[config.mk]
export PLATFORM = sky130hd
export DESIGN_NAME = axil_xbar_flat
export DESIGN_NICKNAME = d
export VERILOG_FILES = /design/src/rtl/mmio_pkg.sv /design/src/rtl/axil_if.sv /design/src/rtl/axil_xbar.sv /design/src/flat_wrapper.sv
export SDC_FILE = /design/constraint.sdc
export NUM_CORES = 1
export LEC_CHECK = 0
export ABC_AREA = 1
export ABC_CLOCK_PERIOD_IN_PS = 3900
export BUFFER_PORTS_ARGS = -buffer_cell sky130_fd_sc_hd__clkbuf_2
export CORE_AREA = 10 10 165 167
export CTS_CLUSTER_DIAMETER = 100
export CTS_CLUSTER_SIZE = 30
export DETAILED_ROUTE_END_ITERATION = 12
export DIE_AREA = 0 0 175 177
export SYNTH_ARGS = -nofsm -noshare
export SYNTH_HDL_FRONTEND = slang
export SYNTH_SLANG_ARGS = --single-unit
[constraint.sdc]
create_clock -name clk -period 3.9 [get_ports clk]
set_clock_uncertainty 0.15 [all_clocks]
set_input_delay 0.195 -clock clk [delete_from_list [all_inputs] [get_ports clk]]
set_output_delay 0.195 -clock clk [all_outputs]
set_load 0.1 [all_outputs]
[src/rtl/mmio_pkg.sv]
/*
  Address map and response codes for the MMIO subsystem.
  Both windows must stay aligned to their own size; the SRAM window is
  SRAM_WORDS * 4 bytes starting at SRAM_BASE.
*/
package mmio_pkg;

    localparam int ADDR_W = 32;
    localparam int DATA_W = 32;
    localparam int STRB_W = DATA_W / 8;

    // console UART, 8-byte window
    localparam logic [ADDR_W-1:0] UART_BASE = 32'ha000_03f8;
    localparam int UART_SIZE = 8;

    // 1 KiB of word-wide SRAM
    localparam logic [ADDR_W-1:0] SRAM_BASE = 32'h8000_0000;
    localparam int SRAM_WORDS = 256;
    localparam int SRAM_AW = $clog2(SRAM_WORDS);

    typedef logic [1:0] resp_t;

    localparam resp_t RESP_OKAY = 2'b00;
    // read of a write-only device
    localparam resp_t RESP_NOREAD = 2'b01;
    localparam resp_t RESP_DECERR = 2'b11;

endpackage

[src/rtl/axil_if.sv]
/*
  AXI-Lite bundle, no protection or cache signals.
  Only one outstanding transaction is expected on any instance.
*/
`timescale 1ns/1ps

interface axil_if;
    import mmio_pkg::*;

    logic [ADDR_W-1:0] awaddr;
    logic              awvalid;
    logic              awready;
    logic [DATA_W-1:0] wdata;
    logic [STRB_W-1:0] wstrb;
    logic              wvalid;
    logic              wready;
    resp_t             bresp;
    logic              bvalid;
    logic              bready;
    logic [ADDR_W-1:0] araddr;
    logic              arvalid;
    logic              arready;
    logic [DATA_W-1:0] rdata;
    resp_t             rresp;
    logic              rvalid;
    logic              rready;

    modport master (
        output awaddr, awvalid, wdata, wstrb, wvalid, bready, araddr, arvalid, rready,
        input  awready, wready, bresp, bvalid, arready, rdata, rresp, rvalid
    );

    modport slave (
        input  awaddr, awvalid, wdata, wstrb, wvalid, bready, araddr, arvalid, rready,
        output awready, wready, bresp, bvalid, arready, rdata, rresp, rvalid
    );

endinterface

[src/rtl/axil_xbar.sv]
/*
  One-transaction crossbar for the UART and SRAM windows of mmio_pkg.
  Everything else is answered here with DECERR and zero data.
  Write address and data must arrive together; reads win over writes.
*/
`timescale 1ns/1ps

module axil_xbar (
    input logic    clk,
    input logic    reset,
    axil_if.slave  up,
    axil_if.master uart,
    axil_if.master sram
);
    import mmio_pkg::*;

    typedef enum logic [1:0] {S_IDLE, S_ACCEPT, S_FWD, S_RESP} state_t;
    typedef enum logic [1:0] {TGT_ERR, TGT_UART, TGT_SRAM} tgt_t;

    state_t            state;
    tgt_t              tgt;
    tgt_t              dec_tgt;
    logic              is_read;
    logic              fwd_valid;
    logic              err_valid;
    logic              slave_hs;
    logic              up_hs;
    logic [ADDR_W-1:0] dec_addr;
    logic [ADDR_W-1:0] req_addr;
    logic [DATA_W-1:0] req_wdata;
    logic [STRB_W-1:0] req_wstrb;

    function automatic tgt_t decode(input logic [ADDR_W-1:0] addr);
        // an offset below the base wraps to a large value
        if ((addr - UART_BASE) < ADDR_W'(UART_SIZE)) begin
            return TGT_UART;
        end
        if ((addr - SRAM_BASE) < ADDR_W'(SRAM_WORDS * STRB_W)) begin
            return TGT_SRAM;
        end
        return TGT_ERR;
    endfunction

    assign dec_addr = is_read ? up.araddr : up.awaddr;
    assign dec_tgt  = decode(dec_addr);

    // same request payload to both slaves
    assign uart.awaddr  = req_addr;
    assign uart.araddr  = req_addr;
    assign uart.wdata   = req_wdata;
    assign uart.wstrb   = req_wstrb;
    assign uart.arvalid = fwd_valid && is_read && (tgt == TGT_UART);
    assign uart.awvalid = fwd_valid && !is_read && (tgt == TGT_UART);
    assign uart.wvalid  = uart.awvalid;

    assign sram.awaddr  = req_addr;
    assign sram.araddr  = req_addr;
    assign sram.wdata   = req_wdata;
    assign sram.wstrb   = req_wstrb;
    assign sram.arvalid = fwd_valid && is_read && (tgt == TGT_SRAM);
    assign sram.awvalid = fwd_valid && !is_read && (tgt == TGT_SRAM);
    assign sram.wvalid  = sram.awvalid;

    assign slave_hs = (uart.arvalid && uart.arready) || (uart.awvalid && uart.awready)
                   || (sram.arvalid && sram.arready) || (sram.awvalid && sram.awready);
    assign up_hs = (up.rvalid && up.rready) || (up.bvalid && up.bready);

    // slave holds its response until the outside takes it
    always_comb begin
        up.rvalid   = 1'b0;
        up.rdata    = '0;
        up.rresp    = RESP_OKAY;
        up.bvalid   = 1'b0;
        up.bresp    = RESP_OKAY;
        uart.rready = 1'b0;
        uart.bready = 1'b0;
        sram.rready = 1'b0;
        sram.bready = 1'b0;
        if (state == S_RESP) begin
            case (tgt)
                TGT_UART: begin
                    up.rvalid   = uart.rvalid;
                    up.rdata    = uart.rdata;
                    up.rresp    = uart.rresp;
                    up.bvalid   = uart.bvalid;
                    up.bresp    = uart.bresp;
                    uart.rready = up.rready;
                    uart.bready = up.bready;
                end
                TGT_SRAM: begin
                    up.rvalid   = sram.rvalid;
                    up.rdata    = sram.rdata;
                    up.rresp    = sram.rresp;
                    up.bvalid   = sram.bvalid;
                    up.bresp    = sram.bresp;
                    sram.rready = up.rready;
                    sram.bready = up.bready;
                end
                default: begin
                    up.rvalid = err_valid && is_read;
                    up.bvalid = err_valid && !is_read;
                    up.rresp  = RESP_DECERR;
                    up.bresp  = RESP_DECERR;
                end
            endcase
        end
    end

    always_ff @(posedge clk) begin
        if (reset) begin
            state      <= S_IDLE;
            tgt        <= TGT_ERR;
            is_read    <= 1'b0;
            fwd_valid  <= 1'b0;
            err_valid  <= 1'b0;
            up.arready <= 1'b0;
            up.awready <= 1'b0;
            up.wready  <= 1'b0;
        end else begin
            case (state)
                S_IDLE: begin
                    if (up.arvalid) begin
                        up.arready <= 1'b1;
                        is_read    <= 1'b1;
                        state      <= S_ACCEPT;
                    end else if (up.awvalid && up.wvalid) begin
                        up.awready <= 1'b1;
                        up.wready  <= 1'b1;
                        is_read    <= 1'b0;
                        state      <= S_ACCEPT;
                    end
                end
                // handshake with the outside happens in this cycle
                S_ACCEPT: begin
                    up.arready <= 1'b0;
                    up.awready <= 1'b0;
                    up.wready  <= 1'b0;
                    tgt        <= dec_tgt;
                    if (dec_tgt == TGT_ERR) begin
                        err_valid <= 1'b1;
                        state     <= S_RESP;
                    end else begin
                        fwd_valid <= 1'b1;
                        state     <= S_FWD;
                    end
                end
                S_FWD: begin
                    if (slave_hs) begin
                        fwd_valid <= 1'b0;
                        state     <= S_RESP;
                    end
                end
                S_RESP: begin
                    if (up_hs) begin
                        err_valid <= 1'b0;
                        state     <= S_IDLE;
                    end
                end
                default: state <= S_IDLE;
            endcase
        end
    end

    always_ff @(posedge clk) begin
        if (state == S_ACCEPT) begin
            req_addr  <= dec_addr;
            req_wdata <= up.wdata;
            req_wstrb <= up.wstrb;
        end
    end

    a_one_resp: assert property (@(posedge clk) disable iff (reset)
        !(up.rvalid && up.bvalid))
        else $error("read and write responses high together");

    a_one_slave: assert property (@(posedge clk) disable iff (reset)
        $onehot0({uart.arvalid || uart.awvalid || uart.rvalid || uart.bvalid,
                  sram.arvalid || sram.awvalid || sram.rvalid || sram.bvalid}))
        else $error("valid active on more than one slave channel");

endmodule

[src/flat_wrapper.sv]
// flat-port wrapper written by rule: the top's interface ports become plain ports
module axil_xbar_flat import mmio_pkg::*;
  (clk, reset, up_awaddr, up_awvalid, up_wdata, up_wstrb, up_wvalid, up_bready, up_araddr, up_arvalid, up_rready, up_awready, up_wready, up_bresp, up_bvalid, up_arready, up_rdata, up_rresp, up_rvalid, uart_awaddr, uart_awvalid, uart_wdata, uart_wstrb, uart_wvalid, uart_bready, uart_araddr, uart_arvalid, uart_rready, uart_awready, uart_wready, uart_bresp, uart_bvalid, uart_arready, uart_rdata, uart_rresp, uart_rvalid, sram_awaddr, sram_awvalid, sram_wdata, sram_wstrb, sram_wvalid, sram_bready, sram_araddr, sram_arvalid, sram_rready, sram_awready, sram_wready, sram_bresp, sram_bvalid, sram_arready, sram_rdata, sram_rresp, sram_rvalid);
  axil_if up_i ();
  axil_if uart_i ();
  axil_if sram_i ();
  input logic clk;
  input logic reset;
  input wire logic [$bits(up_i.awaddr)-1:0] up_awaddr;
  input wire logic [$bits(up_i.awvalid)-1:0] up_awvalid;
  input wire logic [$bits(up_i.wdata)-1:0] up_wdata;
  input wire logic [$bits(up_i.wstrb)-1:0] up_wstrb;
  input wire logic [$bits(up_i.wvalid)-1:0] up_wvalid;
  input wire logic [$bits(up_i.bready)-1:0] up_bready;
  input wire logic [$bits(up_i.araddr)-1:0] up_araddr;
  input wire logic [$bits(up_i.arvalid)-1:0] up_arvalid;
  input wire logic [$bits(up_i.rready)-1:0] up_rready;
  output wire logic [$bits(up_i.awready)-1:0] up_awready;
  output wire logic [$bits(up_i.wready)-1:0] up_wready;
  output wire logic [$bits(up_i.bresp)-1:0] up_bresp;
  output wire logic [$bits(up_i.bvalid)-1:0] up_bvalid;
  output wire logic [$bits(up_i.arready)-1:0] up_arready;
  output wire logic [$bits(up_i.rdata)-1:0] up_rdata;
  output wire logic [$bits(up_i.rresp)-1:0] up_rresp;
  output wire logic [$bits(up_i.rvalid)-1:0] up_rvalid;
  output wire logic [$bits(uart_i.awaddr)-1:0] uart_awaddr;
  output wire logic [$bits(uart_i.awvalid)-1:0] uart_awvalid;
  output wire logic [$bits(uart_i.wdata)-1:0] uart_wdata;
  output wire logic [$bits(uart_i.wstrb)-1:0] uart_wstrb;
  output wire logic [$bits(uart_i.wvalid)-1:0] uart_wvalid;
  output wire logic [$bits(uart_i.bready)-1:0] uart_bready;
  output wire logic [$bits(uart_i.araddr)-1:0] uart_araddr;
  output wire logic [$bits(uart_i.arvalid)-1:0] uart_arvalid;
  output wire logic [$bits(uart_i.rready)-1:0] uart_rready;
  input wire logic [$bits(uart_i.awready)-1:0] uart_awready;
  input wire logic [$bits(uart_i.wready)-1:0] uart_wready;
  input wire logic [$bits(uart_i.bresp)-1:0] uart_bresp;
  input wire logic [$bits(uart_i.bvalid)-1:0] uart_bvalid;
  input wire logic [$bits(uart_i.arready)-1:0] uart_arready;
  input wire logic [$bits(uart_i.rdata)-1:0] uart_rdata;
  input wire logic [$bits(uart_i.rresp)-1:0] uart_rresp;
  input wire logic [$bits(uart_i.rvalid)-1:0] uart_rvalid;
  output wire logic [$bits(sram_i.awaddr)-1:0] sram_awaddr;
  output wire logic [$bits(sram_i.awvalid)-1:0] sram_awvalid;
  output wire logic [$bits(sram_i.wdata)-1:0] sram_wdata;
  output wire logic [$bits(sram_i.wstrb)-1:0] sram_wstrb;
  output wire logic [$bits(sram_i.wvalid)-1:0] sram_wvalid;
  output wire logic [$bits(sram_i.bready)-1:0] sram_bready;
  output wire logic [$bits(sram_i.araddr)-1:0] sram_araddr;
  output wire logic [$bits(sram_i.arvalid)-1:0] sram_arvalid;
  output wire logic [$bits(sram_i.rready)-1:0] sram_rready;
  input wire logic [$bits(sram_i.awready)-1:0] sram_awready;
  input wire logic [$bits(sram_i.wready)-1:0] sram_wready;
  input wire logic [$bits(sram_i.bresp)-1:0] sram_bresp;
  input wire logic [$bits(sram_i.bvalid)-1:0] sram_bvalid;
  input wire logic [$bits(sram_i.arready)-1:0] sram_arready;
  input wire logic [$bits(sram_i.rdata)-1:0] sram_rdata;
  input wire logic [$bits(sram_i.rresp)-1:0] sram_rresp;
  input wire logic [$bits(sram_i.rvalid)-1:0] sram_rvalid;
  assign up_i.awaddr = up_awaddr;
  assign up_i.awvalid = up_awvalid;
  assign up_i.wdata = up_wdata;
  assign up_i.wstrb = up_wstrb;
  assign up_i.wvalid = up_wvalid;
  assign up_i.bready = up_bready;
  assign up_i.araddr = up_araddr;
  assign up_i.arvalid = up_arvalid;
  assign up_i.rready = up_rready;
  assign up_awready = up_i.awready;
  assign up_wready = up_i.wready;
  assign up_bresp = up_i.bresp;
  assign up_bvalid = up_i.bvalid;
  assign up_arready = up_i.arready;
  assign up_rdata = up_i.rdata;
  assign up_rresp = up_i.rresp;
  assign up_rvalid = up_i.rvalid;
  assign uart_awaddr = uart_i.awaddr;
  assign uart_awvalid = uart_i.awvalid;
  assign uart_wdata = uart_i.wdata;
  assign uart_wstrb = uart_i.wstrb;
  assign uart_wvalid = uart_i.wvalid;
  assign uart_bready = uart_i.bready;
  assign uart_araddr = uart_i.araddr;
  assign uart_arvalid = uart_i.arvalid;
  assign uart_rready = uart_i.rready;
  assign uart_i.awready = uart_awready;
  assign uart_i.wready = uart_wready;
  assign uart_i.bresp = uart_bresp;
  assign uart_i.bvalid = uart_bvalid;
  assign uart_i.arready = uart_arready;
  assign uart_i.rdata = uart_rdata;
  assign uart_i.rresp = uart_rresp;
  assign uart_i.rvalid = uart_rvalid;
  assign sram_awaddr = sram_i.awaddr;
  assign sram_awvalid = sram_i.awvalid;
  assign sram_wdata = sram_i.wdata;
  assign sram_wstrb = sram_i.wstrb;
  assign sram_wvalid = sram_i.wvalid;
  assign sram_bready = sram_i.bready;
  assign sram_araddr = sram_i.araddr;
  assign sram_arvalid = sram_i.arvalid;
  assign sram_rready = sram_i.rready;
  assign sram_i.awready = sram_awready;
  assign sram_i.wready = sram_wready;
  assign sram_i.bresp = sram_bresp;
  assign sram_i.bvalid = sram_bvalid;
  assign sram_i.arready = sram_arready;
  assign sram_i.rdata = sram_rdata;
  assign sram_i.rresp = sram_rresp;
  assign sram_i.rvalid = sram_rvalid;
  axil_xbar u_core (.clk(clk), .reset(reset), .up(up_i), .uart(uart_i), .sram(sram_i));
endmodule
==> reports/metrics.yaml <==
status: "completed"
via_per_inst: 4.23
synth-seq-cells: 77
die_w_um: 175
wl_per_cell_um: 17.9
fillers: 2571
synth_cells: 740
syn_to_final_growth_pct: 39.6
period_share_pct: 82.3
ant_nets: 0
r2r_cells: 18
final_hold_viol_count: 0
cts_root_buffer: "clkbuf_16"
end_kind: "register"
remaining_drc_errors: 0
grt.total_usage_pct: 15.5
post_cts_buffers: 0
ctsResizeCount: 0
final_nets: 1278
synth.distinct_cells: 36
synth-seq-area-share_pct: 39.2
syn_area_mm2: 0.00567
synth_mux_area_share_pct: 0
tritoncts: "yes"
wl_met1_um: 8620
grt_setup_unrepaired: "false"
dr_wl_met3_um: 2410
placementRows: 57
place.port_buffers: 437
synth_top_family_by_area: "simple AND/OR/NAND/NOR gates"
drt_iter0_drc: 297
slew_headroom_pct: 30.6
place.gp.congestion: 0.836
critical_path.cell_chain: "buf_4 > nand2_1 > nand2_1 > ha_1 > nand2_1 > nor2_2 > nand2_2 > nand3_1 > nand2_1 > nor2_1 > nand3_1 > nor2_1 > nand3_1 > o21ai_2 > nand2_1 > nand2_1 > nand2_1 > a21oi_1"
final-setup-viol-count: 0
globalRoute.totalOverflow: 0
coreArea_mm2: 0.0240
yosys.area_share.simple_pct: 26.2
holdPathStages: 3
wirelength_um: 25200
mostFrequentLayoutCells: "clkbuf_2 (437), nand2_1 (237), edfxtp_1 (68), inv_1 (56), a21oi_1 (47)"
dr_total_vias: 5977
hpwl_um: 21600
dp_slack_ps: 660
grt_max_degree: 49
synth_fa_ha_area_share_pct: 1.54
die_area_mm2: 0.0310
worstSetupPathDepth: 18
synth-xor-area-share_pct: 0.309
crit_type: "reg2reg"
cp_data_required_time_ps: 4030
finalSetupTns_ps: 0
regArea_mm2: 0.00222
startpoint_type: "register"
period_needed_ps: 3210
htreeDepth: 3
antenna_found_initial: 2
clock_path_buffers: 2
tightest_slew_ps: 1040
multiInputGateArea_mm2: 0.00210
cts_sinks: 77
initial_utilization_pct: 23.7
worstHoldPathType: "in2reg"
ioPinCount: 440
syn_area_per_cell_um2: 7.66
dieHeight_um: 177
worst-path-buf-inv: 1
maxCapViolCount: 0
syn_nets: 936
yosysWarnings: 0
reg2reg_slack_ps: 690
postLayoutSetupSlackWorst_ps: 690
max_stage_delay_ps: 520
dr_wl_met2_um: 13200
clkLatencyLatePin_ps: 340
grt_pass1_vias: 6350
cpMostUsedCell: "nand2_1"
crit_arrival_ps: 3340
crit_path_top_delay_cell: "buf_4"
drive_gt1_share_pct: 45.5
drtPass1Iterations: 6
fmax_mhz: 312
critical-path-top-delay-family: "simple AND/OR/NAND/NOR gates"
async_flop_share_pct: 0
cts_made_buffers: 9
ys.flop_type: "edfxtp_1"
postCtsHoldBufs: 44
maxSlewViolCount: 0
final_common_cell: "clkbuf_2"
cp_max_fo: 48
synth_compound_area_share_pct: 8.61
top_layer: "met5"
grt_pass1_wl_um: 36800
clk_pin_slew_ps: 70
synth_edf_count: 68
-- kinds of logic after synthesis --
logic type | after synthesis
buffers and inverters | 219
AOI/OAI and AO/OA | 84
adders and majority gates | 7
DFF | 77
xor gates and xnor gates | 2
and+or+nand+nor | 351
-- Yosys cell counts (2+ instances only) --
library cell / number / share of area (%)
nand2_1: 237 / 16
buf_4: 137 / 18
edfxtp_1: 68 / 36
inv_1: 56 / 3.7
a21oi_1: 47 / 4.1
nor2_1: 41 / 2.7
nand3_1: 28 / 2.5
nor3_1: 13 / 1.1
dfxtp_1: 9 / 3.2
o21ai_0: 9 / 0.79
o21ai_1: 9 / 0.79
nand4_1: 8 / 0.88
clkbuf_1: 7 / 0.46
ha_1: 7 / 1.5
inv_2: 7 / 0.46
nand2_2: 7 / 0.77
o21ai_2: 7 / 1.1
buf_1: 5 / 0.33
a221o_1: 4 / 0.71
buf_6: 4 / 0.79
nor2_2: 4 / 0.44
nor2_4: 4 / 0.79
a31oi_1: 3 / 0.33
nand3b_1: 3 / 0.40
a221oi_1: 2 / 0.31
buf_2: 2 / 0.18
nand3_2: 2 / 0.35
or2_2: 2 / 0.22
-- layout make-up --
class                      instances  area share (%)
multi-input combinational        444            26.5
inverter                          64            3.04
clock buffer                      10            2.89
timing repair buffer             486            33.7
tap                              324            5.12
sequential                        77            28.1
antenna                            1          0.0316
clock inverter                     6           0.601
-- metal layers --
| metal | up-vias | track usage (%) |
|---|---|---|
| li1 | 2943 | - |
| met1 | 2670 | 14.4 |
| met2 | 327 | 29.1 |
| met3 | 35 | 5.95 |
| met4 | 2 | 7.10 |
| met5 | - | 0 |
-- worst register-to-register path: stages (launching register included) --
cell and delay (ps):
dfxtp_2 330, buf_4 520, nand2_1 110, nand2_1 190
ha_1 230, nand2_1 110, nor2_2 120, nand2_2 140
nand3_1 110, nand2_1 50, nor2_1 90, nand3_1 120
nor2_1 110, nand3_1 140, o21ai_2 300, nand2_1 110
nand2_1 70, nand2_1 50, a21oi_1 120
-- metrics by stage --
step | util [%] | cell area [um^2] | hold slack [ps] | instances
final | 33.0 | 7910 | 31.5 | 1412
after global routing | 33.0 | 7910 | 47.3 | 1412
after CTS | 33.0 | 7910 | 19.2 | 1411
after detailed placement | 30.0 | 7190 | 224 | 1351
after global placement | 30.0 | 7190 | 223 | 1351
after floorplan | - | 5680 | 114 | 740
-- registers in the layout, indices dropped and copies added (netlist names) --
name and count:
u_core.err_valid 1, u_core.sram.wdata 32, u_core.up.arready 1, u_core.sram.araddr 32, u_core.state 2, u_core.sram.wstrb 4
u_core.up.awready 1, u_core.is_read 1, u_core.fwd_valid 1, u_core.tgt 2
-- path summary, 6_finish.rpt --
check                              start                          endpoint
min                        up_awaddr[11]  u_core.sram.araddr[11]$_DFFE_PP_
max reg2reg  u_core.is_read$_SDFFE_PP0P_     u_core.err_valid$_SDFFE_PP0P_
min reg2reg   u_core.tgt[1]$_SDFFE_PP0P_        u_core.tgt[1]$_SDFFE_PP0P_
max          u_core.is_read$_SDFFE_PP0P_     u_core.err_valid$_SDFFE_PP0P_
Power is left out: the tool's default activity adds up to more than one toggle a clock period on the data nets, which glitch-free logic cannot reach.
