`src/rtl/mmio_pkg.sv`:
```
/*
  Address map and response codes for the MMIO subsystem.
  Both windows must stay aligned to their own size; the SRAM window is
  SRAM_WORDS * 4 bytes starting at SRAM_BASE.
*/
package mmio_pkg;

    localparam int ADDR_W = 32;
    localparam int DATA_W = 32;
    localparam int STRB_W = DATA_W / 8;

    // console UART, 8-byte window
    localparam logic [ADDR_W-1:0] UART_BASE = 32'ha000_03f8;
    localparam int UART_SIZE = 8;

    // 1 KiB of word-wide SRAM
    localparam logic [ADDR_W-1:0] SRAM_BASE = 32'h8000_0000;
    localparam int SRAM_WORDS = 256;
    localparam int SRAM_AW = $clog2(SRAM_WORDS);

    typedef logic [1:0] resp_t;

    localparam resp_t RESP_OKAY = 2'b00;
    // read of a write-only device
    localparam resp_t RESP_NOREAD = 2'b01;
    localparam resp_t RESP_DECERR = 2'b11;

endpackage

```
`src/rtl/axil_if.sv`:
```
/*
  AXI-Lite bundle, no protection or cache signals.
  Only one outstanding transaction is expected on any instance.
*/
`timescale 1ns/1ps

interface axil_if;
    import mmio_pkg::*;

    logic [ADDR_W-1:0] awaddr;
    logic              awvalid;
    logic              awready;
    logic [DATA_W-1:0] wdata;
    logic [STRB_W-1:0] wstrb;
    logic              wvalid;
    logic              wready;
    resp_t             bresp;
    logic              bvalid;
    logic              bready;
    logic [ADDR_W-1:0] araddr;
    logic              arvalid;
    logic              arready;
    logic [DATA_W-1:0] rdata;
    resp_t             rresp;
    logic              rvalid;
    logic              rready;

    modport master (
        output awaddr, awvalid, wdata, wstrb, wvalid, bready, araddr, arvalid, rready,
        input  awready, wready, bresp, bvalid, arready, rdata, rresp, rvalid
    );

    modport slave (
        input  awaddr, awvalid, wdata, wstrb, wvalid, bready, araddr, arvalid, rready,
        output awready, wready, bresp, bvalid, arready, rdata, rresp, rvalid
    );

endinterface

```
`src/rtl/uart_axil.sv`:
```
/*
  Write-only console: byte 0 of each write goes out on tx_valid/tx_data
  when wstrb[0] is set. Reads are answered with RESP_NOREAD and zero.
  The console has no back-pressure.
*/
`timescale 1ns/1ps

module uart_axil (
    input logic        clk,
    input logic        reset,
    axil_if.slave      bus,
    output logic       tx_valid,
    output logic [7:0] tx_data
);
    import mmio_pkg::*;

    typedef enum logic [2:0] {
        S_IDLE,
        S_READ_ADDR,
        S_READ_DATA,
        S_WRITE_ADDR,
        S_WRITE_DATA,
        S_WRITE_RESP
    } state_t;

    state_t state;
    logic   rd_hs;
    logic   wr_hs;

    assign rd_hs = bus.arvalid && bus.arready;
    assign wr_hs = bus.awvalid && bus.awready && bus.wvalid && bus.wready;

    // fixed answers
    assign bus.rdata = '0;
    assign bus.rresp = RESP_NOREAD;
    assign bus.bresp = RESP_OKAY;

    always_ff @(posedge clk) begin
        if (reset) begin
            state       <= S_IDLE;
            bus.arready <= 1'b0;
            bus.awready <= 1'b0;
            bus.wready  <= 1'b0;
            bus.rvalid  <= 1'b0;
            bus.bvalid  <= 1'b0;
            tx_valid    <= 1'b0;
        end else begin
            case (state)
                S_IDLE: begin
                    if (bus.arvalid) begin
                        bus.arready <= 1'b1;
                        state       <= S_READ_ADDR;
                    end else if (bus.awvalid && bus.wvalid) begin
                        bus.awready <= 1'b1;
                        bus.wready  <= 1'b1;
                        state       <= S_WRITE_ADDR;
                    end
                end
                S_READ_ADDR: begin
                    bus.arready <= 1'b0;
                    if (rd_hs) begin
                        bus.rvalid <= 1'b1;
                        state      <= S_READ_DATA;
                    end else begin
                        state <= S_IDLE;
                    end
                end
                S_READ_DATA: begin
                    if (bus.rready) begin
                        bus.rvalid <= 1'b0;
                        state      <= S_IDLE;
                    end
                end
                S_WRITE_ADDR: begin
                    bus.awready <= 1'b0;
                    bus.wready  <= 1'b0;
                    if (wr_hs) begin
                        bus.bvalid <= 1'b1;
                        tx_valid   <= bus.wstrb[0];
                        state      <= S_WRITE_DATA;
                    end else begin
                        state <= S_IDLE;
                    end
                end
                // first response cycle, console strobe is up here
                S_WRITE_DATA: begin
                    tx_valid <= 1'b0;
                    if (bus.bready) begin
                        bus.bvalid <= 1'b0;
                        state      <= S_IDLE;
                    end else begin
                        state <= S_WRITE_RESP;
                    end
                end
                S_WRITE_RESP: begin
                    if (bus.bready) begin
                        bus.bvalid <= 1'b0;
                        state      <= S_IDLE;
                    end
                end
                default: state <= S_IDLE;
            endcase
        end
    end

    always_ff @(posedge clk) begin
        if (wr_hs && bus.wstrb[0]) begin
            tx_data <= bus.wdata[7:0];
        end
    end

    a_tx_pulse: assert property (@(posedge clk) disable iff (reset)
        tx_valid |=> !tx_valid)
        else $error("console strobe longer than one cycle");

endmodule

```
`src/flat_wrapper.sv`:
```
// flat-port wrapper written by rule: the top's interface ports become plain ports
module uart_axil_flat import mmio_pkg::*;
  (clk, reset, tx_valid, tx_data, bus_awaddr, bus_awvalid, bus_wdata, bus_wstrb, bus_wvalid, bus_bready, bus_araddr, bus_arvalid, bus_rready, bus_awready, bus_wready, bus_bresp, bus_bvalid, bus_arready, bus_rdata, bus_rresp, bus_rvalid);
  axil_if bus_i ();
  input logic clk;
  input logic reset;
  output logic tx_valid;
  output logic [7:0] tx_data;
  input wire logic [$bits(bus_i.awaddr)-1:0] bus_awaddr;
  input wire logic [$bits(bus_i.awvalid)-1:0] bus_awvalid;
  input wire logic [$bits(bus_i.wdata)-1:0] bus_wdata;
  input wire logic [$bits(bus_i.wstrb)-1:0] bus_wstrb;
  input wire logic [$bits(bus_i.wvalid)-1:0] bus_wvalid;
  input wire logic [$bits(bus_i.bready)-1:0] bus_bready;
  input wire logic [$bits(bus_i.araddr)-1:0] bus_araddr;
  input wire logic [$bits(bus_i.arvalid)-1:0] bus_arvalid;
  input wire logic [$bits(bus_i.rready)-1:0] bus_rready;
  output wire logic [$bits(bus_i.awready)-1:0] bus_awready;
  output wire logic [$bits(bus_i.wready)-1:0] bus_wready;
  output wire logic [$bits(bus_i.bresp)-1:0] bus_bresp;
  output wire logic [$bits(bus_i.bvalid)-1:0] bus_bvalid;
  output wire logic [$bits(bus_i.arready)-1:0] bus_arready;
  output wire logic [$bits(bus_i.rdata)-1:0] bus_rdata;
  output wire logic [$bits(bus_i.rresp)-1:0] bus_rresp;
  output wire logic [$bits(bus_i.rvalid)-1:0] bus_rvalid;
  assign bus_i.awaddr = bus_awaddr;
  assign bus_i.awvalid = bus_awvalid;
  assign bus_i.wdata = bus_wdata;
  assign bus_i.wstrb = bus_wstrb;
  assign bus_i.wvalid = bus_wvalid;
  assign bus_i.bready = bus_bready;
  assign bus_i.araddr = bus_araddr;
  assign bus_i.arvalid = bus_arvalid;
  assign bus_i.rready = bus_rready;
  assign bus_awready = bus_i.awready;
  assign bus_wready = bus_i.wready;
  assign bus_bresp = bus_i.bresp;
  assign bus_bvalid = bus_i.bvalid;
  assign bus_arready = bus_i.arready;
  assign bus_rdata = bus_i.rdata;
  assign bus_rresp = bus_i.rresp;
  assign bus_rvalid = bus_i.rvalid;
  uart_axil u_core (.clk(clk), .reset(reset), .bus(bus_i), .tx_valid(tx_valid), .tx_data(tx_data));
endmodule
```
`config.mk`:
```
export PLATFORM = sky130hd
export DESIGN_NAME = uart_axil_flat
export DESIGN_NICKNAME = d
export VERILOG_FILES = /design/src/rtl/mmio_pkg.sv /design/src/rtl/axil_if.sv /design/src/rtl/uart_axil.sv /design/src/flat_wrapper.sv
export SDC_FILE = /design/constraint.sdc
export NUM_CORES = 1
export LEC_CHECK = 0
export ABC_AREA = 1
export CAP_MARGIN = 15
export CORE_AREA = 2 2 61 63
export CTS_BUF_LIST = sky130_fd_sc_hd__clkbuf_8 sky130_fd_sc_hd__clkbuf_16
export DETAILED_ROUTE_END_ITERATION = 7
export DIE_AREA = 0 0 63 65
export DONT_BUFFER_PORTS = 1
export HOLD_SLACK_MARGIN = 0.02
export PLACE_DENSITY = 0.54
export SLEW_MARGIN = 10
export SYNTH_ARGS = -nofsm -noshare
export SYNTH_HDL_FRONTEND = slang
export SYNTH_SLANG_ARGS = --single-unit
export TNS_END_PERCENT = 1
```
`constraint.sdc`:
```
create_clock -name clk -period 1.45 [get_ports clk]
set_input_delay 0.29 -clock clk [delete_from_list [all_inputs] [get_ports clk]]
set_output_delay 0.29 -clock clk [all_outputs]
set_load 0.01 [all_outputs]
```
==> results of run 1 <==
-- layout make-up --
cell class	count	area share, %
Inverter	13	5.23
Clock inverter	1	0.402
Tap cell	48	6.43
Clock buffer	3	4.42
Sequential cell	16	42.9
Multi-Input combinational cell	82	39.0
Timing Repair Buffer	2	1.61
-- logic make-up after synthesis --
| family | count (synthesis) | synth area share (%) |
|---|---|---|
| compound gates | 9 | 4.93 |
| other cells | 2 | 0.780 |
| simple gates | 37 | 18.8 |
| flops | 16 | 41.6 |
| buf+inv | 50 | 33.9 |
-- metal layers --
layer  track usage [%]  vias to the layer above  routed length (um)
met1              9.01                      254                 648
met5                 0                        -                   0
met3              8.68                        2                 396
li1                  -                      294                   -
met4              1.67                        0                   6
met2              10.6                       53                 591
-- registers in the layout, summed over array words and instances, names as in the netlist --
name                cells
u_core.bus.awready      1
u_core.bus.bvalid       1
u_core.tx_valid         1
u_core.bus.arready      1
u_core.bus.rvalid       1
u_core.tx_data          8
u_core.state            3
-- stage by stage --
stage	setup slack, ns	power, uW	hold WS (ns)	utilization [%]	instance area [um^2]
finish	0.332	1000	0.106	26.7	933
global route	0.215	1070	0.0873	26.7	933
global placement	0.332	678	0.363	25.4	888
CTS	0.332	1010	0.0976	26.7	933
floorplan	0.194	730	0.359	-	1090
detailed placement	0.334	680	0.363	25.4	888
-- power by group through the flow --
stage / Sequential [uW] / Combinational (uW) / Clock, uW
floorplan: 525 / 204 / 0
global placement: 527 / 151 / 0
detailed placement: 529 / 151 / 0
CTS: 519 / 152 / 341
global route: 521 / 176 / 371
finish: 520 / 154 / 327
-- placed cells by master (no fill, tap or decap) --
master,count
o211ai_1,1
inv_2,2
conb_1,36
inv_1,10
nand3_1,4
o21ai_0,1
nand2_2,2
nor2_2,3
nand4_1,1
clkinv_1,2
clkbuf_8,3
nor3_1,3
nor3_2,1
dfxtp_1,8
edfxtp_1,8
nor2_1,11
a21oi_1,6
nand2_1,10
nand3_2,2
o21ai_1,1
buf_4,2
-- path summary, 6_finish.rpt --
check,end,cells after the start
worst max register to register,u_core.state[1],7
worst min register to register,u_core.bus.arready,2
worst max-delay path,u_core.state[1],7
worst min-delay path,u_core.bus.arready,1
==> impl_metrics.sql, run 1 <==
INSERT INTO impl_metrics (metric_group, metric, value, unit) VALUES
('clock_network', 'post_cts_resize_count', '0', ''),
('yosys', 'post_synth_most_frequent_cells', 'buf_4 (37), nor2_1 (11), inv_1 (10), nand2_1 (10)', ''),
('pwr', 'power.internal', '722', 'uW'),
('drt', 'detail_route.wirelength', '1640', 'um'),
('die', 'die_area', '4100', 'um^2'),
('yosys', 'synth_most_common_cell', 'buf_4', ''),
('global_route', 'first_global_vias', '497', ''),
('finish', 'num-fill-cells', '369', ''),
('critical_path', 'regToRegSetupSlack', '0.33', 'ns'),
('finish', 'diodes', '0', ''),
('die', 'die_x', '63', 'um'),
('job', 'maxCapViolations', '0', ''),
('clock_network', 'clk-insertion-delay-late', '0.24', 'ns'),
('pwr', 'power.static_leakage', '0.000444', 'uW'),
('yosys', 'async_reset_ff_share', '0', '%'),
('sta', 'report.final.hold_viol_count', '0', ''),
('pwr', 'power_frac_comb', '15.4', '%'),
('sta', 'drv_slew', '0', ''),
('critical_path', 'worst-endpoint-required', '1.64', 'ns'),
('finish', 'nNetsFinal', '225', ''),
('drt', 'drt_first_pass_iters', '4', ''),
('yosys', 'synthFlopType', 'edfxtp_1', ''),
('clock_network', 'cts_sinks', '16', ''),
('global_route', 'grt.overflow.total', '0', ''),
('yosys', 'synth_edf_count', '8', ''),
('finish', 'ff_latch_area', '400', 'um^2'),
('hold_path', 'min-delay-path-class', 'input port to flop', ''),
('clock_network', 'cts_htree_levels', '1', ''),
('pwr', 'power.clock.fraction', '32.7', '%'),
('critical_path', 'cp_data_arrival_time', '1.31', 'ns'),
('pwr', 'p_switching', '278', 'uW'),
('critical_path', 'critical_path.cell_chain', 'nor2_2 -> nand3_2 -> inv_1 -> nor2_1 -> nand2_1 -> nand2_1 -> nor2_2', ''),
('sta', 'grt_setup_unrepaired', 'no', ''),
('yosys', 'ys_seq_elements', '16', ''),
('critical_path', 'worst_r2r_startpoint', 'u_core.state[1]', ''),
('yosys', 'ys.warnings.count', '0', ''),
('critical_path', 'end_kind', 'flop', ''),
('status', 'run_status', 'finished, final reports clean', ''),
('yosys', 'synth.top_cell.area_share', '28.8', '%'),
('die', 'placement_rows', '22', ''),
('critical_path', 'worstSetupPathType', 'flop to flop', ''),
('die', 'ios', '157', ''),
('clock_network', 'cts_hold_repair.buffers', '0', ''),
('critical_path', 'timing.critical_path.slowest_stage_cell', 'dfxtp_1', ''),
('placement', 'detailed_place_hpwl', '1350', 'um'),
('critical_path', 'critPathLaunch', 'u_core.state[1]', ''),
('clock_network', 'cts_made_buffers', '3', ''),
('critical_path', 'max_stage_delay', '0.39', 'ns'),
('pwr', 'power.share.switching', '27.8', '%'),
('drt', 'antenna_left', '0', ''),
('global_route', 'grt_first_pass_wirelength', '2480', 'um'),
('finish', 'area_delta_synth_final', '-3.12', '%'),
('clock_network', 'clockRootBuffer', 'clkbuf_8', ''),
('yosys', 'netlist_area', '963', 'um^2'),
('die', 'initial_utilization', '27.6', '%'),
('critical_path', 'critical_path_buf_inv_count', '1', ''),
('pwr', 'power.density_cell_area', '1070', 'nW/um^2'),
('drt', 'drt_iter0_drc', '38', ''),
('critical_path', 'path_delay_family', 'simple AND/OR/NAND/NOR gates', ''),
('sta', 'tns', '0', 'ns'),
('yosys', 'synthCells', '114', ''),
('clock_network', 'post-cts-setup-buffer-count', '0', ''),
('sta', 'final.setup_skew', '0.00414', 'ns'),
('yosys', 'synth_sequential_area_ratio', '41.6', '%'),
('yosys', 'synth_top_cell_by_area', 'buf_4', ''),
('drt', 'avgRoutedWirePerCell', '9.95', 'um'),
('pwr', 'seq_power_share', '51.9', '%'),
('clock_network', 'clk_pin_slew', '0.06', 'ns'),
('placement', 'gp_routability_congestion', '0.834', ''),
('placement', 'dp_cells', '161', ''),
('sta', 'max_clock_freq', '0.895', 'GHz');
Power figures use the tool's default switching activity.
==> inputs of run 2 (changes only) <==
Clock period 1.45 ns to 1.1 ns, I/O delays scaled along.
==> impl_metrics.sql, run 2 (synthesized netlist as in run 1, its figures left out) <==
INSERT INTO impl_metrics (metric_group, metric, value, unit) VALUES
('placement', 'gp_routability_congestion', '0.803', ''),
('pwr', 'power.density_cell_area', '1400', 'nW/um^2'),
('global_route', 'grt_max_degree', '10', ''),
('die', 'chipHeight', '65', 'um'),
('sta', 'finalSetupViolations', '0', ''),
('die', 'initial_utilization', '27.6', '%'),
('placement', 'pre_cts_slack', '0.0231', 'ns'),
('drt', 'vias', '620', ''),
('hold_path', 'min-delay-path-class', 'input port to flop', ''),
('status', 'run_status', 'finished, final reports clean', ''),
('clock_network', 'clockRootBuffer', 'clkbuf_8', ''),
('pwr', 'ir_drop', '0.532', 'mV'),
('critical_path', 'timing.critical_path.slowest_stage_cell', 'dfxtp_2', ''),
('finish', 'layout_cells_sized_above_1', '16.9', '%'),
('finish', 'num-fill-cells', '367', ''),
('drt', 'antenna_left', '0', ''),
('finish', 'most_frequent_standard_cell_in_the_layout_excluding_fill_and_tap_cells', 'conb_1', ''),
('die', 'die_area', '4100', 'um^2'),
('global_route', 'first_global_vias', '504', ''),
('global_route', 'antenna_found_initial', '0', ''),
('finish', 'area_delta_synth_final', '0.390', '%'),
('clock_network', 'clk-insertion-delay-late', '0.25', 'ns'),
('drt', 'route.detailed.drc', '0', ''),
('drt', 'detail_route.wirelength', '1740', 'um'),
('placement', 'dp_cells', '161', ''),
('critical_path', 'end_kind', 'flop', ''),
('critical_path', 'worstSetupPathType', 'flop to flop', ''),
('sta', 'grt_setup_unrepaired', 'yes', ''),
('critical_path', 'critical_path.cell_chain', 'inv_4 -> nor2_1 -> nand2_2 -> nand2_2 -> nor2_1 -> nand2_1 -> nand2_1 -> nor2_2', ''),
('job', 'maxCapViolations', '0', ''),
('finish', 'largest_register_ffs', '8', ''),
('finish', 'reg_top3', 'u_core.tx_data x8, u_core.state x3', ''),
('die', 'core_region_area', '3500', 'um^2'),
('critical_path', 'max_stage_delay', '0.38', 'ns'),
('drt', 'drt_first_pass_iters', '4', ''),
('global_route', 'grt_use_total', '8.14', '%'),
('placement', 'port_buffers', '0', ''),
('sta', 'report.final.hold_viol_count', '0', ''),
('critical_path', 'worst-endpoint-required', '1.29', 'ns'),
('global_route', 'grt.overflow.total', '0', ''),
('clock_network', 'cts_sinks', '16', ''),
('clock_network', 'cts_made_buffers', '3', ''),
('sta', 'final.setup_skew', '0.00627', 'ns'),
('sta', 'final_period_minus_worst_setup_slack', '1.03', 'ns'),
('clock_network', 'clk_pin_slew', '0.07', 'ns'),
('die', 'die_x', '63', 'um'),
('drt', 'drt-vias-per-instance', '3.73', ''),
('critical_path', 'critical_path.max_fanout', '8', ''),
('drt', 'drt_iter0_drc', '35', ''),
('critical_path', 'cp_data_arrival_time', '1.22', 'ns'),
('drt', 'avgRoutedWirePerCell', '10.5', 'um'),
('sta', 'setup_slack', '0.0739', 'ns'),
('sta', 'max_clock_freq', '0.975', 'GHz'),
('die', 'placement_rows', '22', ''),
('finish', 'diodes', '0', ''),
('die', 'ios', '157', ''),
('sta', 'final.period_utilization', '93.3', '%'),
('critical_path', 'setup.worst_path.start_class', 'flop', ''),
('global_route', 'grt_first_pass_wirelength', '2500', 'um'),
('clock_network', 'cts-root-to-sink-buffers', '2', ''),
('pwr', 'power.static_leakage', '0.000450', 'uW'),
('placement', 'detailed_place_hpwl', '1340', 'um'),
('clock_network', 'cts_htree_levels', '1', ''),
('critical_path', 'path_delay_family', 'simple AND/OR/NAND/NOR gates', ''),
('finish', 'layout.cells.most_common_list', 'conb_1 (36), inv_1 (10), nand2_1 (10), nor2_1 (9), edfxtp_1 (8)', ''),
('finish', 'registers.top_by_ff_count', 'u_core.tx_data', ''),
('finish', 'nNetsFinal', '226', ''),
('finish', 'final_cell_count_no_fill', '166', ''),
('critical_path', 'critical_path_buf_inv_count', '1', ''),
('clock_network', 'cts_tree', 'yes', ''),
('sta', 'drv_slew', '0', '');
## run 2: changes by cell type in the layout (fill, tap and decap cells not counted)
cell and delta:
dfxtp_1 -3, inv_2 -1, nor2_1 -2, dfxtp_4 +1
inv_4 +1, dfxtp_2 +2, dlygate4sd3_1 +1, nor2_4 +2
## run 2: worst reg2reg max path, stage by stage, from the launching register on
cell and delay, ns:
dfxtp_2 0.38, inv_4 0.07, nor2_1 0.12, nand2_2 0.10
nand2_2 0.08, nor2_1 0.04, nand2_1 0.05, nand2_1 0.06
nor2_2 0.06
## run 2: path summary, 6_finish.rpt
| check | startpoint | slack (ns) | depth (start not counted) | end |
|---|---|---|---|---|
| setup reg to reg | u_core.state[2] | 0.07 | 8 | u_core.state[1] |
| hold / removal | reset | 0.04 | 1 | u_core.bus.awready |
| setup / recovery | u_core.state[2] | 0.07 | 8 | u_core.state[1] |
| hold reg to reg | u_core.bus.arready | 0.53 | 2 | u_core.bus.arready |
## run 2: metrics by stage
step / total power (uW) / hold slack, ns / area (um^2) / TNS, ns / utilization (%)
6_report: 1350 / 0.0381 / 967 / 0 / 27.7
5_1_grt: 1440 / 0.0257 / 967 / -0.0627 / 27.7
4_1_cts: 1340 / 0.0252 / 941 / 0 / 26.9
2_1_floorplan: 963 / 0.289 / 1100 / 0 / -
3_3_place_gp: 895 / 0.292 / 896 / 0 / 25.6
3_5_place_dp: 897 / 0.294 / 896 / 0 / 25.6
## run 2: power by group
| group | switching (uW) | internal, uW | leakage, uW |
|---|---|---|---|
| Clock | 196 | 247 | 0.0000231 |
| Combinational | 156 | 61.9 | 0.000289 |
| Sequential | 39.2 | 654 | 0.000139 |
## run 2: cell type report
cell class                 instances  area (um^2)  area share (%)
timing repair buffer               3         25.0            2.59
multi-input combinational         82          379            39.2
clock buffer                       3         41.3            4.27
tap                               48         60.1            6.21
sequential                        16          407            42.0
clock inverter                     1         3.75           0.388
inverter                          13         51.3            5.30
## run 2: what timing repair did
item / in CTS / in global routing
setup buffers: 0 / 0
hold buffers: 0 / 1
endpoints found under the setup margin: 0 / 6
hold endpoints to repair: 0 / 3
gates resized for setup: 0 / 7
## run 2: layer usage
metal	up-vias	share of wire (%)	global-route usage (%)
met5	-	0	0
met4	0	0	1.11
met3	0	25	9.20
met1	266	39	9.44
li1	294	-	-
met2	60	35	9.84
==> inputs of run 3 (changes only) <==
Settings changed: CORE_AREA 2 2 61 63 to 2 2 60 62, DIE_AREA 0 0 63 65 to 0 0 62 64, PLACE_DENSITY 0.54 to 0.55.
Clock period 1.1 ns to 1.3 ns, I/O delays scaled along.
==> impl_metrics.sql, run 3 (synthesized netlist as in run 1, its figures left out) <==
INSERT INTO impl_metrics (metric_group, metric, value, unit) VALUES
('finish', 'most_frequent_standard_cell_in_the_layout_excluding_fill_and_tap_cells', 'conb_1', ''),
('finish', 'reg_top3', 'u_core.tx_data x8, u_core.state x3', ''),
('clock_network', 'cts_tree', 'yes', ''),
('clock_network', 'cts_made_buffers', '3', ''),
('die', 'die_area', '3970', 'um^2'),
('clock_network', 'post-cts-setup-buffer-count', '0', ''),
('global_route', 'antenna_found_initial', '0', ''),
('sta', 'final.period_utilization', '85.8', '%'),
('die', 'core_region_area', '3280', 'um^2'),
('die', 'initial_utilization', '29.3', '%'),
('pwr', 'ir_drop', '0.299', 'mV'),
('sta', 'final.setup_skew', '0.00769', 'ns'),
('sta', 'finalSetupViolations', '0', ''),
('critical_path', 'end_kind', 'flop', ''),
('global_route', 'grt.overflow.total', '0', ''),
('sta', 'final_period_minus_worst_setup_slack', '1.12', 'ns'),
('clock_network', 'cts-root-to-sink-buffers', '2', ''),
('clock_network', 'cts_sinks', '16', ''),
('drt', 'vias', '626', ''),
('finish', 'largest_register_ffs', '8', ''),
('global_route', 'grt_use_total', '8.88', '%'),
('drt', 'drt_first_pass_iters', '4', ''),
('status', 'run_status', 'finished, final reports clean', ''),
('placement', 'gp_routability_congestion', '0.769', ''),
('hold_path', 'min-delay-path-class', 'input port to flop', ''),
('sta', 'grt_setup_unrepaired', 'no', ''),
('critical_path', 'worst-endpoint-required', '1.49', 'ns'),
('pwr', 'p_switching', '310', 'uW'),
('sta', 'report.final.hold_viol_count', '0', ''),
('critical_path', 'setup.worst_path.start_class', 'flop', ''),
('die', 'chipHeight', '64', 'um'),
('drt', 'detail_route.wirelength', '1750', 'um'),
('clock_network', 'clk-insertion-delay-late', '0.25', 'ns'),
('drt', 'drt_iter0_drc', '33', ''),
('finish', 'diodes', '0', ''),
('placement', 'detailed_place_hpwl', '1450', 'um'),
('pwr', 'power.static_leakage', '0.000444', 'uW'),
('critical_path', 'critical_path.max_fanout', '7', ''),
('job', 'maxCapViolations', '0', ''),
('clock_network', 'clk_pin_slew', '0.06', 'ns'),
('finish', 'nNetsFinal', '225', ''),
('global_route', 'grt_first_pass_wirelength', '2470', 'um'),
('drt', 'route.detailed.drc', '0', ''),
('drt', 'avgRoutedWirePerCell', '10.7', 'um'),
('finish', 'layout.cells.most_common_list', 'conb_1 (36), nor2_1 (11), inv_1 (10), nand2_1 (10)', ''),
('pwr', 'power.share.switching', '27.8', '%'),
('finish', 'area_delta_synth_final', '-3.38', '%'),
('pwr', 'power_frac_comb', '15.4', '%'),
('sta', 'tns', '0', 'ns'),
('pwr', 'power.density_cell_area', '1200', 'nW/um^2'),
('critical_path', 'cp_data_arrival_time', '1.31', 'ns'),
('placement', 'port_buffers', '0', ''),
('sta', 'max_clock_freq', '0.896', 'GHz'),
('drt', 'antenna_left', '0', ''),
('pwr', 'seq_power_share', '51.8', '%'),
('finish', 'layout_cells_sized_above_1', '12.8', '%'),
('global_route', 'grt_max_degree', '10', ''),
('clock_network', 'clockRootBuffer', 'clkbuf_8', ''),
('die', 'placement_rows', '21', ''),
('clock_network', 'cts_hold_repair.buffers', '0', ''),
('clock_network', 'cts_htree_levels', '1', ''),
('clock_network', 'post_cts_resize_count', '0', ''),
('die', 'die_x', '62', 'um'),
('sta', 'drv_slew', '0', ''),
('pwr', 'power.internal', '805', 'uW'),
('pwr', 'power.clock.fraction', '32.7', '%'),
('die', 'ios', '157', ''),
('global_route', 'first_global_vias', '524', ''),
('critical_path', 'worstSetupPathType', 'flop to flop', ''),
('finish', 'registers.top_by_ff_count', 'u_core.tx_data', ''),
('drt', 'drt-vias-per-instance', '3.84', ''),
('finish', 'final_core_util', '28.3', '%');
## run 3: cell count changes in the layout (fill, tap and decap cells not counted), sizes merged
| cell | previous run | this run |
|---|---|---|
| dlygate4sd3 | 1 | 0 |
## run 3: cell type report
class                      instances  area, um^2
fill                             349        2350
sequential                        16         400
multi-input combinational         82         364
tap                               46        57.6
inverter                          13        48.8
clock buffer                       3        41.3
timing repair buffer               2        15.0
clock inverter                     1        3.75
## run 3: worst paths after layout
| check | from | end | slack (ns) | depth (start not counted) |
|---|---|---|---|---|
| setup / recovery | u_core.state[1] | u_core.state[1] | 0.18 | 7 |
| hold / removal | reset | u_core.state[0] | 0.07 | 1 |
| setup reg to reg | u_core.state[1] | u_core.state[1] | 0.18 | 7 |
| hold reg to reg | u_core.bus.arready | u_core.bus.arready | 0.52 | 2 |
## run 3: metal layers
layer  share of wire, %  global-route usage (%)  routed length, um
met4               0.51                    3.19                  9
met2                 37                    12.2                653
met1                 37                    8.38                642
met3                 25                    9.92                443
met5                  0                       0                  0
## run 3: critical path, cell delays in order (launching register included)
cell and delay [ns]:
dfxtp_1 0.38, nor2_2 0.25, nand3_2 0.11, nor2_1 0.10, nor2_1 0.04, nand2_1 0.05, nand2_1 0.05, nor2_2 0.07
## run 3: power by group through the flow
stage	combinational (uW)	sequential [uW]	clock (uW)
4_1_cts	170	578	382
3_3_place_gp	168	588	0
2_1_floorplan	228	586	0
5_1_grt	197	583	411
6_report	172	578	365
3_5_place_dp	169	589	0
## run 3: through the flow
step / total power (uW) / instance area (um^2) / setup slack, ns / hold slack, ns / cells
floorplan: 814 / 1090 / 0.0435 / 0.329 / 148
global placement: 756 / 886 / 0.212 / 0.333 / 159
detailed placement: 758 / 886 / 0.194 / 0.333 / 159
CTS: 1130 / 931 / 0.181 / 0.0643 / 163
global route: 1190 / 931 / 0.0680 / 0.0623 / 163
finish: 1120 / 931 / 0.184 / 0.0719 / 163
